File: src/source/inv_pkg.sv
// Shared encodings; operand layout assumes 64-bit XLEN and Sv39 pages with 4 KB offsets
`default_nettype none

package inv_pkg;

  // --------------------
  // Sequencer states
  // --------------------
  localparam logic [1:0] inv_idle = 2'b00;
  localparam logic [1:0] inv_wfc  = 2'b01;
  localparam logic [1:0] inv_done = 2'b10;

  // --------------------
  // Widths
  // --------------------
  localparam int xlen       = 64;
  localparam int vpn_w      = 27;
  localparam int asid_w     = 16;
  localparam int cacheop_w  = 2;
  localparam int page_off_w = 12;
  // Bits above the Sv39 VPN
  localparam int page_hi_w  = xlen - vpn_w - page_off_w;

  // Cache type, whole cache
  localparam logic [cacheop_w-1:0] cache_type_all = 2'b00;

  // Dcache op codes, one-hot on {clean, invalidate}
  localparam logic [cacheop_w-1:0] dcache_op_clr = 2'b10;
  localparam logic [cacheop_w-1:0] dcache_op_inv = 2'b01;

  // rs1 seen as a flat address or as a virtual page number
  typedef union packed {
    logic [xlen-1:0] addr;
    struct packed {
      logic [page_hi_w-1:0]  hi;
      logic [vpn_w-1:0]      vpn;
      logic [page_off_w-1:0] offset;
    } page;
  } rs1_word_u;

endpackage

`default_nettype wire

File: src/source/inv_cmd_format.sv
// Command fields are only meaningful while the matching wfc flag is high; rs2 above ASID is ignored
`timescale 1ns/100ps
`default_nettype none

module inv_cmd_format (
  input  logic                               icache_wfc,
  input  logic                               bht_wfc,
  input  logic                               dcache_wfc,
  input  logic                               mmu_wfc,
  input  logic                               icacheop_req,
  input  logic                               dcacheop_req,
  input  logic                               fence_dcache_req,
  input  logic [inv_pkg::cacheop_w-1:0]      cacheop_type,
  input  logic [inv_pkg::cacheop_w-1:0]      cacheop_op,
  input  logic                               sfence_va_all,
  input  logic                               sfence_asid_all,
  input  logic                               sfence_va_asid,
  input  inv_pkg::rs1_word_u                 rs1,
  input  logic [inv_pkg::xlen-1:0]           rs2,
  output logic                               icache_inv_req,
  output logic [inv_pkg::cacheop_w-1:0]      icache_inv_type,
  output logic [inv_pkg::xlen-1:0]           icache_inv_addr,
  output logic                               bht_inv,
  output logic                               lsu_icc_req,
  output logic [inv_pkg::cacheop_w-1:0]      lsu_icc_type,
  output logic [inv_pkg::cacheop_w-1:0]      lsu_icc_op,
  output logic [inv_pkg::xlen-1:0]           lsu_icc_addr,
  output logic                               tlb_all_inv,
  output logic                               tlb_asid_all_inv,
  output logic                               tlb_va_all_inv,
  output logic                               tlb_va_asid_inv,
  output logic [inv_pkg::vpn_w-1:0]          tlb_va,
  output logic [inv_pkg::asid_w-1:0]         tlb_asid
);

  import inv_pkg::*;

  logic [3:0] tlb_kind;

  // --------------------
  // Icache and BHT
  // --------------------
  assign icache_inv_req  = icache_wfc;
  assign icache_inv_type = icacheop_req ? cacheop_type : cache_type_all;
  // Fetch addresses are halfword aligned
  assign icache_inv_addr = {rs1.addr[xlen-1:1], 1'b0};

  assign bht_inv = bht_wfc;

  // --------------------
  // Dcache
  // --------------------
  assign lsu_icc_req  = dcache_wfc;
  assign lsu_icc_type = dcacheop_req ? cacheop_type : cache_type_all;
  assign lsu_icc_addr = rs1.addr;

  // Special op first, then fence clean, reset invalidates
  always_comb
  begin
    if (dcacheop_req)
      lsu_icc_op = cacheop_op;
    else if (fence_dcache_req)
      lsu_icc_op = dcache_op_clr;
    else
      lsu_icc_op = dcache_op_inv;
  end

  // --------------------
  // TLB
  // --------------------
  // tlb_kind is {all, asid_all, va_all, va_asid}
  always_comb
  begin
    case ({sfence_va_all, sfence_asid_all, sfence_va_asid})
      3'b100:  tlb_kind = 4'b0010;
      3'b010:  tlb_kind = 4'b0100;
      3'b001:  tlb_kind = 4'b0001;
      // No flag or several flags means flush everything
      default: tlb_kind = 4'b1000;
    endcase
  end

  assign tlb_all_inv      = mmu_wfc && tlb_kind[3];
  assign tlb_asid_all_inv = mmu_wfc && tlb_kind[2];
  assign tlb_va_all_inv   = mmu_wfc && tlb_kind[1];
  assign tlb_va_asid_inv  = mmu_wfc && tlb_kind[0];

  assign tlb_va   = rs1.page.vpn;
  assign tlb_asid = rs2[asid_w-1:0];

endmodule

`default_nettype wire

File: src/source/inv_ctrl_top.sv
// Invalidation sequencer top; unit done pulses are one cycle and requests are held until op_done
`timescale 1ns/100ps
`default_nettype none

module inv_ctrl_top (
  input  logic                          inv_sm_clk,
  input  logic                          cpurst_b,
  input  logic                          rst_inv_req,
  input  logic                          fence_icache_req,
  input  logic                          fence_dcache_req,
  input  logic                          fence_mmu_req,
  input  logic                          icacheop_req,
  input  logic                          dcacheop_req,
  input  logic [inv_pkg::cacheop_w-1:0] cacheop_type,
  input  logic [inv_pkg::cacheop_w-1:0] cacheop_op,
  input  logic                          sfence_va_all,
  input  logic                          sfence_asid_all,
  input  logic                          sfence_va_asid,
  input  logic [inv_pkg::xlen-1:0]      rs1,
  input  logic [inv_pkg::xlen-1:0]      rs2,
  input  logic                          icache_inv_done,
  input  logic                          bht_inv_done,
  input  logic                          dcache_icc_done,
  input  logic                          tlb_inv_done,
  output logic                          icache_inv_req,
  output logic [inv_pkg::cacheop_w-1:0] icache_inv_type,
  output logic [inv_pkg::xlen-1:0]      icache_inv_addr,
  output logic                          bht_inv,
  output logic                          lsu_icc_req,
  output logic [inv_pkg::cacheop_w-1:0] lsu_icc_type,
  output logic [inv_pkg::cacheop_w-1:0] lsu_icc_op,
  output logic [inv_pkg::xlen-1:0]      lsu_icc_addr,
  output logic                          tlb_all_inv,
  output logic                          tlb_asid_all_inv,
  output logic                          tlb_va_all_inv,
  output logic                          tlb_va_asid_inv,
  output logic [inv_pkg::vpn_w-1:0]     tlb_va,
  output logic [inv_pkg::asid_w-1:0]    tlb_asid,
  output logic                          op_done,
  output logic                          clk_en
);

  logic icache_req, bht_req, dcache_req, mmu_req;
  logic icache_idle, bht_idle, dcache_idle, mmu_idle, rst_idle;
  logic icache_wfc, bht_wfc, dcache_wfc, mmu_wfc;

  // --------------------
  // Sequencers
  // --------------------
  inv_rst_seq u_rst_seq (
    .inv_sm_clk  (inv_sm_clk),
    .cpurst_b    (cpurst_b),
    .rst_inv_req (rst_inv_req),
    .op_done     (op_done),
    .rst_sm_idle (rst_idle)
  );

  inv_unit_fsm u_icache_sm (
    .inv_sm_clk (inv_sm_clk),
    .cpurst_b   (cpurst_b),
    .op_req     (icache_req),
    .unit_done  (icache_inv_done),
    .op_done    (op_done),
    .sm_idle    (icache_idle),
    .sm_wfc     (icache_wfc)
  );

  inv_unit_fsm u_bht_sm (
    .inv_sm_clk (inv_sm_clk),
    .cpurst_b   (cpurst_b),
    .op_req     (bht_req),
    .unit_done  (bht_inv_done),
    .op_done    (op_done),
    .sm_idle    (bht_idle),
    .sm_wfc     (bht_wfc)
  );

  inv_unit_fsm u_dcache_sm (
    .inv_sm_clk (inv_sm_clk),
    .cpurst_b   (cpurst_b),
    .op_req     (dcache_req),
    .unit_done  (dcache_icc_done),
    .op_done    (op_done),
    .sm_idle    (dcache_idle),
    .sm_wfc     (dcache_wfc)
  );

  inv_unit_fsm u_mmu_sm (
    .inv_sm_clk (inv_sm_clk),
    .cpurst_b   (cpurst_b),
    .op_req     (mmu_req),
    .unit_done  (tlb_inv_done),
    .op_done    (op_done),
    .sm_idle    (mmu_idle),
    .sm_wfc     (mmu_wfc)
  );

  // --------------------
  // Join and commands
  // --------------------
  inv_join u_join (
    .rst_inv_req      (rst_inv_req),
    .fence_icache_req (fence_icache_req),
    .fence_dcache_req (fence_dcache_req),
    .fence_mmu_req    (fence_mmu_req),
    .icacheop_req     (icacheop_req),
    .dcacheop_req     (dcacheop_req),
    .icache_idle      (icache_idle),
    .bht_idle         (bht_idle),
    .dcache_idle      (dcache_idle),
    .mmu_idle         (mmu_idle),
    .rst_idle         (rst_idle),
    .icache_wfc       (icache_wfc),
    .bht_wfc          (bht_wfc),
    .dcache_wfc       (dcache_wfc),
    .mmu_wfc          (mmu_wfc),
    .icache_req       (icache_req),
    .bht_req          (bht_req),
    .dcache_req       (dcache_req),
    .mmu_req          (mmu_req),
    .op_done          (op_done),
    .clk_en           (clk_en)
  );

  inv_cmd_format u_cmd_format (
    .icache_wfc       (icache_wfc),
    .bht_wfc          (bht_wfc),
    .dcache_wfc       (dcache_wfc),
    .mmu_wfc          (mmu_wfc),
    .icacheop_req     (icacheop_req),
    .dcacheop_req     (dcacheop_req),
    .fence_dcache_req (fence_dcache_req),
    .cacheop_type     (cacheop_type),
    .cacheop_op       (cacheop_op),
    .sfence_va_all    (sfence_va_all),
    .sfence_asid_all  (sfence_asid_all),
    .sfence_va_asid   (sfence_va_asid),
    .rs1              (rs1),
    .rs2              (rs2),
    .icache_inv_req   (icache_inv_req),
    .icache_inv_type  (icache_inv_type),
    .icache_inv_addr  (icache_inv_addr),
    .bht_inv          (bht_inv),
    .lsu_icc_req      (lsu_icc_req),
    .lsu_icc_type     (lsu_icc_type),
    .lsu_icc_op       (lsu_icc_op),
    .lsu_icc_addr     (lsu_icc_addr),
    .tlb_all_inv      (tlb_all_inv),
    .tlb_asid_all_inv (tlb_asid_all_inv),
    .tlb_va_all_inv   (tlb_va_all_inv),
    .tlb_va_asid_inv  (tlb_va_asid_inv),
    .tlb_va           (tlb_va),
    .tlb_asid         (tlb_asid)
  );

endmodule

`default_nettype wire

File: src/source/inv_join.sv
// Request fan-out and completion join; all requests are levels held until op_done is high
`timescale 1ns/100ps
`default_nettype none

module inv_join (
  input  logic rst_inv_req,
  input  logic fence_icache_req,
  input  logic fence_dcache_req,
  input  logic fence_mmu_req,
  input  logic icacheop_req,
  input  logic dcacheop_req,
  input  logic icache_idle,
  input  logic bht_idle,
  input  logic dcache_idle,
  input  logic mmu_idle,
  input  logic rst_idle,
  input  logic icache_wfc,
  input  logic bht_wfc,
  input  logic dcache_wfc,
  input  logic mmu_wfc,
  output logic icache_req,
  output logic bht_req,
  output logic dcache_req,
  output logic mmu_req,
  output logic op_done,
  output logic clk_en
);

  logic icache_fin;
  logic bht_fin;
  logic dcache_fin;
  logic mmu_fin;

  // --------------------
  // Unit requests
  // --------------------
  assign icache_req = rst_inv_req
                   || fence_icache_req
                   || icacheop_req;
  // BHT only cleared at reset
  assign bht_req    = rst_inv_req;
  assign dcache_req = rst_inv_req
                   || fence_dcache_req
                   || dcacheop_req;
  assign mmu_req    = rst_inv_req
                   || fence_mmu_req;

  // --------------------
  // Completion join
  // --------------------
  // Finished when in done (neither idle nor wfc) or idle and not involved
  assign icache_fin = (icache_idle && !icache_req)
                   || (!icache_idle && !icache_wfc);
  assign bht_fin    = (bht_idle && !bht_req)
                   || (!bht_idle && !bht_wfc);
  assign dcache_fin = (dcache_idle && !dcache_req)
                   || (!dcache_idle && !dcache_wfc);
  assign mmu_fin    = (mmu_idle && !mmu_req)
                   || (!mmu_idle && !mmu_wfc);

  assign op_done = icache_fin
                && bht_fin
                && dcache_fin
                && mmu_fin;

  // --------------------
  // Clock enable
  // --------------------
  // Any pending work or any sequencer away from idle
  assign clk_en = !op_done
               || !icache_idle
               || !bht_idle
               || !dcache_idle
               || !mmu_idle
               || !rst_idle;

endmodule

`default_nettype wire

File: src/source/inv_rst_seq.sv
// Reset invalidation tracker; rst_inv_req must stay high until op_done is seen high
`timescale 1ns/100ps
`default_nettype none

module inv_rst_seq (
  input  logic inv_sm_clk,
  input  logic cpurst_b,
  input  logic rst_inv_req,
  input  logic op_done,
  output logic rst_sm_idle
);

  import inv_pkg::*;

  logic [1:0] rst_state;
  logic [1:0] rst_state_nxt;

  // --------------------
  // State register
  // --------------------
  always_ff @(posedge inv_sm_clk or negedge cpurst_b)
  begin
    if (!cpurst_b)
      rst_state <= inv_idle;
    else
      rst_state <= rst_state_nxt;
  end

  // No done state here, the join itself closes the flow
  always_comb
  begin
    case (rst_state)
      inv_idle:
      begin
        if (rst_inv_req)
          rst_state_nxt = inv_wfc;
        else
          rst_state_nxt = inv_idle;
      end
      inv_wfc:
      begin
        if (op_done)
          rst_state_nxt = inv_idle;
        else
          rst_state_nxt = inv_wfc;
      end
      default:
      begin
        rst_state_nxt = inv_idle;
      end
    endcase
  end

  // Keeps the clock alive for the whole reset flow
  assign rst_sm_idle = (rst_state == inv_idle);

endmodule

`default_nettype wire

File: src/source/inv_unit_fsm.sv
// One unit's sequencer; unit_done must be a single-cycle pulse seen only while sm_wfc is high
`timescale 1ns/100ps
`default_nettype none

module inv_unit_fsm (
  input  logic inv_sm_clk,
  input  logic cpurst_b,
  input  logic op_req,
  input  logic unit_done,
  input  logic op_done,
  output logic sm_idle,
  output logic sm_wfc
);

  import inv_pkg::*;

  logic [1:0] cur_state;
  logic [1:0] next_state;

  // --------------------
  // State register
  // --------------------
  always_ff @(posedge inv_sm_clk or negedge cpurst_b)
  begin
    if (!cpurst_b)
      cur_state <= inv_idle;
    else
      cur_state <= next_state;
  end

  // Next state
  always_comb
  begin
    case (cur_state)
      inv_idle:
      begin
        if (op_req)
          next_state = inv_wfc;
        else
          next_state = inv_idle;
      end
      inv_wfc:
      begin
        // Command held until the unit reports back
        if (unit_done)
          next_state = inv_done;
        else
          next_state = inv_wfc;
      end
      inv_done:
      begin
        // Park here until every other unit has finished too
        if (op_done)
          next_state = inv_idle;
        else
          next_state = inv_done;
      end
      default:
      begin
        next_state = inv_idle;
      end
    endcase
  end

  assign sm_idle = (cur_state == inv_idle);
  assign sm_wfc  = (cur_state == inv_wfc);

endmodule

`default_nettype wire
File: config.mk
export PLATFORM = sky130hd
export DESIGN_NAME = inv_ctrl_top
export DESIGN_NICKNAME = d
export VERILOG_FILES = /design/src/source/inv_pkg.sv /design/src/source/inv_cmd_format.sv /design/src/source/inv_ctrl_top.sv /design/src/source/inv_join.sv /design/src/source/inv_rst_seq.sv /design/src/source/inv_unit_fsm.sv
export SDC_FILE = /design/constraint.sdc
export NUM_CORES = 1
export LEC_CHECK = 0
export ABC_AREA = 1
export BUFFER_PORTS_ARGS = -buffer_cell sky130_fd_sc_hd__buf_4
export CAP_MARGIN = 20
export CORE_AREA = 5 5 128 130
export CTS_CLUSTER_DIAMETER = 100
export DETAILED_ROUTE_END_ITERATION = 12
export DIE_AREA = 0 0 133 135
export SLEW_MARGIN = 20
export SYNTH_ARGS = -nofsm -noshare
export SYNTH_HDL_FRONTEND = slang
export SYNTH_SLANG_ARGS = --single-unit
File: constraint.sdc
create_clock -name inv_sm_clk -period 1.1 [get_ports inv_sm_clk]
set_clock_uncertainty 0.05 [all_clocks]
set_input_delay 0.055 -clock inv_sm_clk [delete_from_list [all_inputs] [get_ports inv_sm_clk]]
set_output_delay 0.055 -clock inv_sm_clk [all_outputs]
set_load 0.1 [all_outputs]
* Word level (Yosys, flattened, before mapping) *
Cells that the tools add are included.

cells by class
  eq/ne operators = 12
  mux-type cells = 20
  reduce and logical (&&, ||, !) cells = 48

operator list
  operator                                       count
  one-hot mux 2 bit (3 select lines)             4
  two-way mux 2 bit                              9
  logical AND 1 bit                              15
  zero test 1 bit                                14
  logical OR 1 bit                               14
  one-hot mux 4 bit (3 select lines)             1
  == test 2 x 1 -> 1 bit, second input constant  5
  zero test 2 bit                                5
  == test 2 bit, second input constant           4
  two-way mux 1 bit                              5
  one-hot mux 2 bit (2 select lines)             1
  == test 3 x 1 -> 1 bit, second input constant  1
  == test 3 x 2 -> 1 bit, second input constant  1
  == test 3 bit, second input constant           1

word-level totals
  flip-flop bits (word level) = 10
  bits of input ports = 147
  word-level logic and storage cells = 85

* Logic depth before layout (Yosys ltp) *
Gate-level depths: netlist (run 1).

  depth in word-level cells = 14
  mapped depth = 8
  depth with buffers taken out = 8

* Cells and area by module *
Synthesis (run 1) repeated with hierarchy kept, for this count alone.

unflattened totals
  cell total of the unflattened synthesis = 299
  area, all modules = 2,042.0 µm²

by module, submodules not included
  module          instances  cells each  area an instance (µm²)  sequential area each (µm²)
  inv_cmd_format  1          202         1,420.1                 0.0
  inv_unit_fsm    4          14          101.3                   50.0
  inv_join        1          35          167.7                   0.0
  inv_rst_seq     1          6           48.8                    25.0

* Worst setup path before layout (run 1) *
No wires, ideal clock.

  path kind = register -> output
  start = register u_mmu_sm.cur_state[1]
  end = output tlb_va_all_inv
  data arrival time = 3.470 ns
  required time = 0.995 ns
  setup slack = -2.475 ns
  cell stages (with the launch flop) = 4
  buffers on the path = 0
  cell sequence = dfrtp_1 -> nor2_1 -> inv_2 -> nor4_1

between the ends
  longest elaborated chain between the ends = 2

ends and longest elaborated chain
  element                 line                  RTL
  start, declared         inv_unit_fsm.sv:17    logic [1:0] cur_state;
  start signal, assigned  inv_unit_fsm.sv:26    cur_state <= inv_idle;
  start signal, assigned  inv_unit_fsm.sv:28    cur_state <= next_state;
  == test 2 x 1 -> 1 bit  inv_unit_fsm.sv:66    assign sm_wfc = (cur_state == inv_wfc);
  logical AND 1 bit       inv_cmd_format.sv:85  assign tlb_va_all_inv = mmu_wfc && tlb_kind[1];
  end, declared           inv_ctrl_top.sv:35    output logic tlb_va_all_inv,

No other way between the ends.

* Worst setup path after layout (run 1) *
  start = register u_bht_sm.cur_state[0]
  end = output clk_en

between the ends
  longest elaborated chain between the ends = 13
  elaborated cells between the ends (all ways) = 16
  classes of those cells = 1 x eq/ne; 15 x reduce/logical

ends and longest elaborated chain
  element                                                           line                                    RTL
  start, declared                                                   inv_unit_fsm.sv:17
  start signal, assigned                                            inv_unit_fsm.sv:26
  start signal, assigned                                            inv_unit_fsm.sv:28
  == test 2 x 1 -> 1 bit / zero test 2 bit (equally long branches)  inv_unit_fsm.sv:66, inv_unit_fsm.sv:65
  zero test 1 bit (on tied branches)                                inv_join.sv:55, inv_join.sv:72
  logical AND 1 bit                                                 inv_join.sv:55                          || (!bht_idle && !bht_wfc);
  logical OR 1 bit                                                  inv_join.sv:55
  logical AND 1 bit                                                 inv_join.sv:62                          && bht_fin
  logical AND 1 bit                                                 inv_join.sv:63                          && dcache_fin
  logical AND 1 bit                                                 inv_join.sv:64                          && mmu_fin;
  zero test 1 bit                                                   inv_join.sv:70                          assign clk_en = !op_done
  logical OR 1 bit                                                  inv_join.sv:71                          || !icache_idle
  logical OR 1 bit (*)                                              inv_join.sv:72                          || !bht_idle
  logical OR 1 bit (*)                                              inv_join.sv:73                          || !dcache_idle
  logical OR 1 bit (*)                                              inv_join.sv:74                          || !mmu_idle
  logical OR 1 bit (*)                                              inv_join.sv:75                          || !rst_idle;
  end, declared                                                     inv_ctrl_top.sv:40                      output logic clk_en

Mark *: on every way between the ends. The rest lies on a longest branch, timed or not.

==> results of run 1 <==
-- cell families (layout without fill, tap and decap cells) --
logic type,Yosys count,in the layout,share of synthesized area (%)
buf+inv,191,79,71.1
simple gates,63,63,15.5
flops,9,9,11.8
compound gates,5,5,1.44
other cells,1,3,0.196
-- per-layer routing --
metal,part of all wire [%],vias up,routed length (um)
met5,0,-,0
li1,-,414,-
met2,38,104,1520
met4,12,0,456
met3,23,61,927
met1,27,374,1050
-- flip-flops by register name, indices dropped and copies added, names as in the netlist --
| name | count |
|---|---|
| u_bht_sm.cur_state | 2 |
| u_dcache_sm.cur_state | 2 |
| u_icache_sm.cur_state | 2 |
| u_mmu_sm.cur_state | 2 |
| u_rst_seq.rst_state | 1 |
-- Yosys cell counts --
cell	count	area, sq um
o21ai_0	4	20.0
nand2_1	30	113
inv_2	6	22.5
nor3_2	1	10.0
nand3_1	3	15.0
nor2_1	18	67.6
nor3_1	2	10.0
nor4_1	1	6.26
inv_1	14	52.6
dfrtp_1	9	225
nand3_4	1	17.5
conb_1	1	3.75
o21bai_1	1	7.51
nand2_4	2	22.5
nand2_2	2	12.5
nand3_2	1	10.0
nor2_2	2	12.5
buf_4	171	1280
-- worst paths after layout --
path                       depth (start not counted)  slack, ps                                  to                             start
setup / recovery                                   7       -380                              clk_en   u_bht_sm.cur_state[0]$_DFF_PN0_
hold / removal                                     3         30    u_rst_seq.rst_state[0]$_DFF_PN0_                       rst_inv_req
setup reg to reg                                   8       -290     u_bht_sm.cur_state[1]$_DFF_PN0_   u_bht_sm.cur_state[0]$_DFF_PN0_
hold reg to reg                                    2        420    u_rst_seq.rst_state[0]$_DFF_PN0_  u_rst_seq.rst_state[0]$_DFF_PN0_
max in group asynchronous                          2        680     u_bht_sm.cur_state[0]$_DFF_PN0_                          cpurst_b
min in group asynchronous                          2        160  u_dcache_sm.cur_state[1]$_DFF_PN0_                          cpurst_b
-- worst min-delay path, delay by kind of cell --
family / cells / cell delay [ps]
and+or+nand+nor: 2 / 110
buffers and inverters: 1 / 110
-- area by class of cell --
class | count | share of cell area (%)
antenna | 2 | 0.310
clock buffer | 4 | 4.88
inverter | 20 | 6.27
multi-input combinational | 69 | 26.5
sequential | 9 | 14.1
tap | 188 | 14.6
timing repair buffer | 55 | 33.4
-- through the flow --
| step | cells | worst slack (ps) | TNS [ps] | area (sq um) |
|---|---|---|---|---|
| global placement | 330 | -241 | -1650 | 1290 |
| floorplan | 269 | -624 | -2730 | 1990 |
| detailed placement | 330 | -288 | -1830 | 1290 |
| CTS | 341 | -412 | -3440 | 1550 |
| global route | 345 | -427 | -4180 | 1610 |
| finish | 347 | -384 | -3490 | 1620 |
-- power by group through the flow --
stage | Sequential (W) | Combinational, W | Clock [W]
2_1_floorplan | 0.000604 | 0.00445 | 0
3_3_place_gp | 0.000615 | 0.00217 | 0
3_5_place_dp | 0.000624 | 0.00217 | 0
4_1_cts | 0.000642 | 0.00255 | 0.000667
5_1_grt | 0.000685 | 0.00283 | 0.000694
6_report | 0.000677 | 0.00265 | 0.000648
-- what timing repair did --
| action | 4_1_cts | 5_1_grt |
|---|---|---|
| hold buffers | 5 | 0 |
| cloned | 0 | 0 |
| endpoints found under the setup margin | 14 | 15 |
| endpoints found under the hold margin | 16 | 0 |
| buffers inserted | 3 | 5 |
| pin swaps | 2 | 0 |
| resized for setup | 28 | 10 |
==> run_results.csv, run 1 <==
group,metric,value,unit
synth,syn_nets,416,
layout,layout.area.seq,228,sq um
synth,postSynthAreaPerCell,7.11,sq um
setup_path,critPathCaptureType,"primary output",
detailed_routing,via_per_inst,2.75,
floorplan,die-area,18000,sq um
grt,grt_pass1_vias,944,
cts,htree_levels,1,
power_and_ir_drop,p_int,0.00201,W
floorplan,rows,45,
cts,cts_sinks,9,
hold_path,min_path_type,"input port to flip-flop",
cts,cts_buffers,3,
grt,grt_max_degree,10,
power_and_ir_drop,p_per_area,2460,nW/um^2
placed_design,gp_congestion,0.654,
setup_path,slowest_delay,450,ps
layout,multiInputGateArea,428,sq um
floorplan,die_w,133,um
cts,path_clk_slew,40,ps
cts,clockBufferDepth,2,
detailed_routing,dr_total_vias,953,
run_status,status,"finished with violations",
sta,finalHoldViolCount,0,
sta,setup_ws,-384,ps
grt,grt_pass1_wl,5460,um
sta,fin_hold_ws,26.8,ps
setup_path,worstPathCellList,"nand2_4 > nand3_4 > nor2_4 > nand3_4 > inv_12 > nand2_8 > buf_12",
grt,grt_overflow,0,
power_and_ir_drop,combPwrFrac,66.7,%
layout,layout-area-overhead-vs-synth,-15.4,%
sta,fmax,674,MHz
sta,rsz0062_at_grt,"true",
sta,min_period,1480,ps
layout,fill_cells,1726,
synth,synth_cell_types,18,
synth,ys_seq_elements,9,
cts,cts.root.buffer_cell,"clkbuf_16",
power_and_ir_drop,p_clk_share,16.3,%
detailed_routing,route.detailed.drc,0,
power_and_ir_drop,total_power,0.00398,W
detailed_routing,routed_wl,3960,um
floorplan,pin_count,333,
synth,synth_area,1910,sq um
cts,insertion_delay,240,ps
setup_path,required,1000,ps
grt,track_usage,4.12,%
cts,cts_tree,"yes",
setup_path,cpMostUsedCell,"nand3_4",
grt,met2_usage,5.28,%
power_and_ir_drop,power_frac_seq,17.0,%
sta,period_share,135,%
synth,yosys_warnings,0,
power_and_ir_drop,sw_frac_of_total,49.4,%
layout,final_common_cell,"buf_4",
detailed_routing,wl_per_cell,11.4,um
layout,fin_util,10.8,%
grt,busiest_layer,"met4",
detailed_routing,firstDrtPassIters,3,
synth,ys_seq_area_share,11.8,%
setup_path,crit_family,"flip-flops",
floorplan,coreArea,15000,sq um
floorplan,initial_core_util,12.7,%
setup_path,cp_num_buf_inv,2,
floorplan,fp.dieH,135,um
layout,layout.nets,305,
layout,final_cell_mix,"buf_4 (38), nand2_1 (30), nor2_1 (11)",
setup_path,path_max_fanout,4,
power_and_ir_drop,ir_drop,0.000878,V
placed_design,port_buffers,33,
setup_path,worstPathArrival,1380,ps
setup_path,startpoint_type,"flip-flop",
sta,setup_viol_count_final,13,
synth,syn_inst,269,
power_and_ir_drop,p_sw,0.00197,W
power_and_ir_drop,p_leak,0.711,nW
setup_path,critical_path.slowest_cell,"dfrtp_2",
detailed_routing,final_antenna_net_count,0,
run_status,failed_checks,"negative setup slack",
grt,met3_usage,4.10,%
run,maxCapViolations,0,
layout,layout-drive-gt1-share,53.5,%
sta,slew_violations,0,
placed_design,place_hpwl,3180,um
grt,grt.met1_usage,3.01,%
setup_path,crit_type,"flip-flop to primary output",
grt,antenna_found_initial,2,
detailed_routing,drtIter0Drc,28,
Power figures use the tool's default switching activity.
==> inputs of run 2 (changes only) <==
==> constraint.sdc (replaced) <==
create_clock -name inv_sm_clk -period 1.1 [get_ports inv_sm_clk]
set_clock_uncertainty 0.05 [all_clocks]
set_input_delay 0.165 -clock inv_sm_clk [delete_from_list [all_inputs] [get_ports inv_sm_clk]]
set_output_delay 0.165 -clock inv_sm_clk [all_outputs]
set_load 0.1 [all_outputs]
==> run 2 against run 1 <==
Net effect: the flow still finishes with violations (negative setup slack); design area increased by 2.2%; clock power is 2% lower; power grew 1.8%; flip-flop and latch count unchanged; die area unchanged; clock-buffer cell count is the same; first-iteration DRC count unchanged; global-route usage is 0.078 points higher; combinational power up 3%; register-to-register slack is essentially flat.
==> run_results.csv, run 2 (same netlist as run 1, synthesis figures left out) <==
group,metric,value,unit
run_status,status,"finished with violations",
run_status,failed_checks,"negative setup slack",
setup_path,reg2reg_depth,9,
layout,layout.nets,308,
setup_path,startpoint_type,"flip-flop",
cts,cts_buffers,3,
hold_path,hold-path-cell-count,2,
floorplan,die-area,18000,sq um
setup_path,critPathCaptureType,"primary output",
layout,layout-area-overhead-vs-synth,-13.5,%
grt,grt_max_degree,10,
detailed_routing,wl_per_cell,11.4,um
floorplan,pin_count,333,
floorplan,initial_core_util,12.7,%
power_and_ir_drop,power_frac_seq,16.4,%
layout,final_common_cell,"buf_4",
layout,final-instance-count-excl-fill,348,
sta,finalHoldViolCount,0,
setup_path,critical_path.slowest_cell,"dfrtp_1",
power_and_ir_drop,sw_frac_of_total,49.1,%
placed_design,dp_slack,-395,ps
detailed_routing,final_antenna_net_count,0,
power_and_ir_drop,total_power,0.00405,W
cts,cts_sinks,9,
floorplan,fp.dieH,135,um
power_and_ir_drop,p_per_area,2450,nW/um^2
setup_path,slowest_delay,420,ps
placed_design,gp_congestion,0.683,
detailed_routing,routed_wl,3960,um
cts,insertion_delay,230,ps
grt,antenna_found_initial,0,
power_and_ir_drop,p_clk_share,15.8,%
detailed_routing,firstDrtPassIters,4,
cts,cts_tree,"yes",
power_and_ir_drop,p_leak,0.734,nW
detailed_routing,via_per_inst,2.80,
setup_path,worstPathArrival,1390,ps
setup_path,cpMostUsedCell,"nand3_4",
hold_path,min_path_type,"input port to flip-flop",
detailed_routing,dr_total_vias,976,
sta,setup_ws,-508,ps
floorplan,coreArea,15000,sq um
layout,layout-drive-gt1-share,56.9,%
sta,fin_hold_ws,76.0,ps
power_and_ir_drop,ir_drop,0.000748,V
placed_design,placed_cells,338,
detailed_routing,route.detailed.drc,0,
grt,track_usage,4.20,%
power_and_ir_drop,p_int,0.00206,W
floorplan,rows,45,
power_and_ir_drop,combPwrFrac,67.8,%
layout,n_antenna_cell,0,
grt,grt_pass1_vias,1038,
grt,grt_overflow,0,
setup_path,crit_type,"flip-flop to primary output",
grt,grt_pass1_wl,5640,um
cts,cts.root.buffer_cell,"clkbuf_16",
placed_design,place_hpwl,3280,um
placed_design,port_buffers,33,
sta,min_period,1610,ps
sta,fmax,622,MHz
sta,setup_viol_count_final,13,
power_and_ir_drop,p_sw,0.00199,W
sta,period_share,146,%
cts,htree_levels,1,
setup_path,worstPathCellList,"inv_2 > nand2_4 > nand3_4 > nor2_4 > nand3_4 > inv_12 > nand2_8 > buf_12",
sta,rsz0062_at_grt,"true",
sta,slew_violations,0,
setup_path,path_max_fanout,3,
cts,clockBufferDepth,2,
layout,fin_util,11.0,%
detailed_routing,drtIter0Drc,28,
layout,final_cell_mix,"buf_4 (43), nand2_1 (30), nor2_1 (12)",
cts,path_clk_slew,40,ps
setup_path,required,880,ps
floorplan,die_w,133,um
run,maxCapViolations,0,
[run 2: layout make-up]
cell class	count	area, sq um
sequential	9	228
fill	1714	13400
clock buffer	4	78.8
timing repair buffer	58	564
tap	188	235
inverter	20	104
multi-input combinational	69	443
[run 2: path summary, 6_finish.rpt]
path	endpoint	start	slack, ps
worst max-delay path	clk_en	u_bht_sm.cur_state[1]$_DFF_PN0_	-510
worst min-delay path	u_bht_sm.cur_state[0]$_DFF_PN0_	bht_inv_done	80
worst max register to register	u_rst_seq.rst_state[0]$_DFF_PN0_	u_bht_sm.cur_state[1]$_DFF_PN0_	-300
worst min register to register	u_rst_seq.rst_state[0]$_DFF_PN0_	u_rst_seq.rst_state[0]$_DFF_PN0_	430
max in group asynchronous	u_mmu_sm.cur_state[1]$_DFF_PN0_	cpurst_b	600
min in group asynchronous	u_icache_sm.cur_state[0]$_DFF_PN0_	cpurst_b	250
[run 2: stage by stage]
| step | area [sq um] | setup TNS [ps] |
|---|---|---|
| 2_1_floorplan | 2010 | -3460 |
| 3_3_place_gp | 1360 | -2630 |
| 3_5_place_dp | 1360 | -2740 |
| 4_1_cts | 1590 | -4420 |
| 5_1_grt | 1650 | -5740 |
| 6_report | 1650 | -4710 |
[run 2: per-layer routing]
metal	up-vias	global-route usage, %	share of wire [%]
met4	0	5.95	12
li1	416	-	-
met5	-	0	0
met1	390	3.30	28
met2	109	5.78	41
met3	61	3.06	19
[run 2: power groups by stage]
stage | logic, W | registers, W | clock network [W]
floorplan | 0.00446 | 0.000604 | 0
global placement | 0.00225 | 0.000617 | 0
detailed placement | 0.00225 | 0.000621 | 0
CTS | 0.00261 | 0.000642 | 0.000661
global route | 0.00296 | 0.000692 | 0.000667
finish | 0.00274 | 0.000665 | 0.000638
[run 2: what timing repair did]
action                                  CTS  global route
pin swaps                                 2             4
endpoints found under the setup margin   15            15
hold buffers                              1             0
resized for setup                        31            12
hold endpoints to repair                  9             0
setup buffers                             3             3
[run 2: critical path: cells and delay by family, from the launching register on]
family	cells	cell delay, ps
buf+inv	3	320
flops	1	420
simple gates	5	420
==> inputs of run 3 (changes only) <==
- CELL_PAD_IN_SITES_DETAIL_PLACEMENT: not set -> 1
- CELL_PAD_IN_SITES_GLOBAL_PLACEMENT: not set -> 1
- CORE_AREA: 5 5 128 130 -> 5 5 127 129
- DIE_AREA: 0 0 133 135 -> 0 0 132 134
- PLACE_DENSITY_LB_ADDON: not set -> 0.1
- SLEW_MARGIN: 20 -> 10
==> run 3 against run 2 <==
Net effect: the run still ends with negative setup slack left; first-iteration DRC count shrank 68%; combinational power shrank 1%; maximum frequency shrank 0.82%; die area shrank 1.5%; highest routed layer unchanged.
==> run_results.csv, run 3 (same netlist as run 1, synthesis figures left out) <==
group,metric,value,unit
sta,rsz0062_at_grt,"true",
detailed_routing,wl_per_cell,9.80,um
cts,path_clk_slew,40,ps
sta,finalHoldViolCount,0,
detailed_routing,final_antenna_net_count,0,
cts,cts.root.buffer_cell,"clkbuf_16",
sta,setup_ws,-522,ps
detailed_routing,routed_wl,3400,um
setup_path,reg2reg_depth,7,
power_and_ir_drop,p_per_area,2470,nW/um^2
hold_path,hp-start,"bht_inv_done",
cts,cts_sinks,9,
cts,insertion_delay,230,ps
sta,setup_viol_count_final,13,
grt,antenna_found_initial,0,
setup_path,required,880,ps
hold_path,min_path_type,"input port to flip-flop",
grt,grt_max_degree,10,
run_status,failed_checks,"negative setup slack",
detailed_routing,drtIter0Drc,9,
floorplan,die_w,132,um
cts,htree_levels,1,
setup_path,crit_type,"flip-flop to primary output",
run_status,status,"finished with violations",
setup_path,path_max_fanout,3,
detailed_routing,via_per_inst,2.52,
detailed_routing,dr_total_vias,874,
layout,layout-drive-gt1-share,59.1,%
placed_design,gp_congestion,0.635,
detailed_routing,route.detailed.drc,0,
sta,min_period,1620,ps
power_and_ir_drop,total_power,0.00405,W
hold_path,hold-path-cell-count,2,
layout,n_antenna_cell,0,
power_and_ir_drop,ir_drop,0.000901,V
placed_design,dp_slack,-423,ps
setup_path,timing.rr.end,"u_dcache_sm.cur_state[1]$_DFF_PN0_",
sta,slew_violations,0,
placed_design,place_hpwl,2880,um
power_and_ir_drop,p_leak,0.721,nW
layout,final_common_cell,"buf_4",
setup_path,critPathCaptureType,"primary output",
cts,cts_buffers,3,
layout,final_cell_mix,"buf_4 (43), nand2_1 (30), inv_1 (10)",
grt,grt_pass1_wl,5510,um
sta,fmax,617,MHz
detailed_routing,firstDrtPassIters,2,
cts,clockBufferDepth,2,
run,maxCapViolations,0,
floorplan,coreArea,14900,sq um
setup_path,worstPathArrival,1410,ps
setup_path,startpoint_type,"flip-flop",
setup_path,r2r_start,"u_dcache_sm.cur_state[0]$_DFF_PN0_",
placed_design,port_buffers,33,
layout,fin_util,11.0,%
floorplan,initial_core_util,12.8,%
grt,grt_overflow,0,
grt,track_usage,3.85,%
cts,cts_tree,"yes",
layout,layout-area-overhead-vs-synth,-14.2,%
hold_path,hold_path_end,"u_bht_sm.cur_state[0]$_DFF_PN0_",
floorplan,die-area,17700,sq um
layout,layout.nets,307,
sta,period_share,147,%
floorplan,rows,45,
floorplan,pin_count,333,
grt,grt_pass1_vias,1093,
setup_path,reg2reg_slack,-250,ps
floorplan,fp.dieH,134,um
==> run 3: changes by cell type in the layout (fill, tap and decap cells not counted), moves of 2 or more <==
| cell | before | now |
|---|---|---|
| nor2_2 | 3 | 5 |
| dfrtp_1 | 7 | 5 |
| dfrtp_2 | 2 | 4 |
| nor2_1 | 12 | 9 |
==> run 3: layout make-up <==
cell class / instances / area [sq um]
Inverter: 20 / 101
Tap cell: 188 / 235
Multi-Input combinational cell: 69 / 445
Timing Repair Buffer: 57 / 549
Sequential cell: 9 / 230
Fill cell: 1773 / 13300
Clock buffer: 4 / 78.8
==> run 3: worst max-delay path, cell delays in order (launching register included) <==
cell,delay (ps)
dfrtp_2,440
nand2_4,100
nand3_4,80
nor2_4,110
nand3_4,140
inv_12,100
nand2_8,40
buf_12,150
==> run 3: worst max path at each step <==
stage	from	endpoint	slack, ps
floorplan	u_mmu_sm.cur_state[1]$_DFF_PN0_	tlb_va_all_inv	-730
global placement	u_bht_sm.cur_state[0]$_DFF_PN0_	clk_en	-400
detailed placement	u_bht_sm.cur_state[0]$_DFF_PN0_	clk_en	-420
CTS	u_bht_sm.cur_state[1]$_DFF_PN0_	clk_en	-550
global route	u_bht_sm.cur_state[0]$_DFF_PN0_	clk_en	-590
finish	u_dcache_sm.cur_state[0]$_DFF_PN0_	clk_en	-520
==> run 3: timing repair <==
| action | in CTS | in global routing |
|---|---|---|
| endpoints found under the setup margin | 16 | 16 |
| pin swaps | 1 | 5 |
| hold buffers | 1 | 0 |
| hold endpoints to repair | 9 | 0 |
| gates resized for setup | 32 | 15 |
| setup buffers | 8 | 1 |
==> run 3: per-stage QoR <==
step | TNS [ps] | instance area, sq um | hold WS, ps | cells
after detailed placement | -3260 | 1340 | -35.4 | 337
after global placement | -3360 | 1340 | -29.6 | 337
final | -4350 | 1640 | 75.8 | 347
after CTS | -4900 | 1610 | 76.7 | 349
after global routing | -5430 | 1640 | 77.2 | 347
after floorplan | -3460 | 2010 | -181 | 269
==> run 3: per-layer routing <==
layer	vias to the layer above	part of all wire [%]	track usage, %
met2	60	47	6.15
met4	0	3.6	2.97
li1	415	-	-
met5	-	0	0
met1	374	36	3.88
met3	25	13	1.84
==> run 3: power by group <==
part,switching [W],internal (W),total (W),leakage [nW]
clock,0.000171,0.000486,0.000657,0.0382
combinational,0.00164,0.00106,0.00270,0.578
sequential,0.000194,0.000498,0.000692,0.104
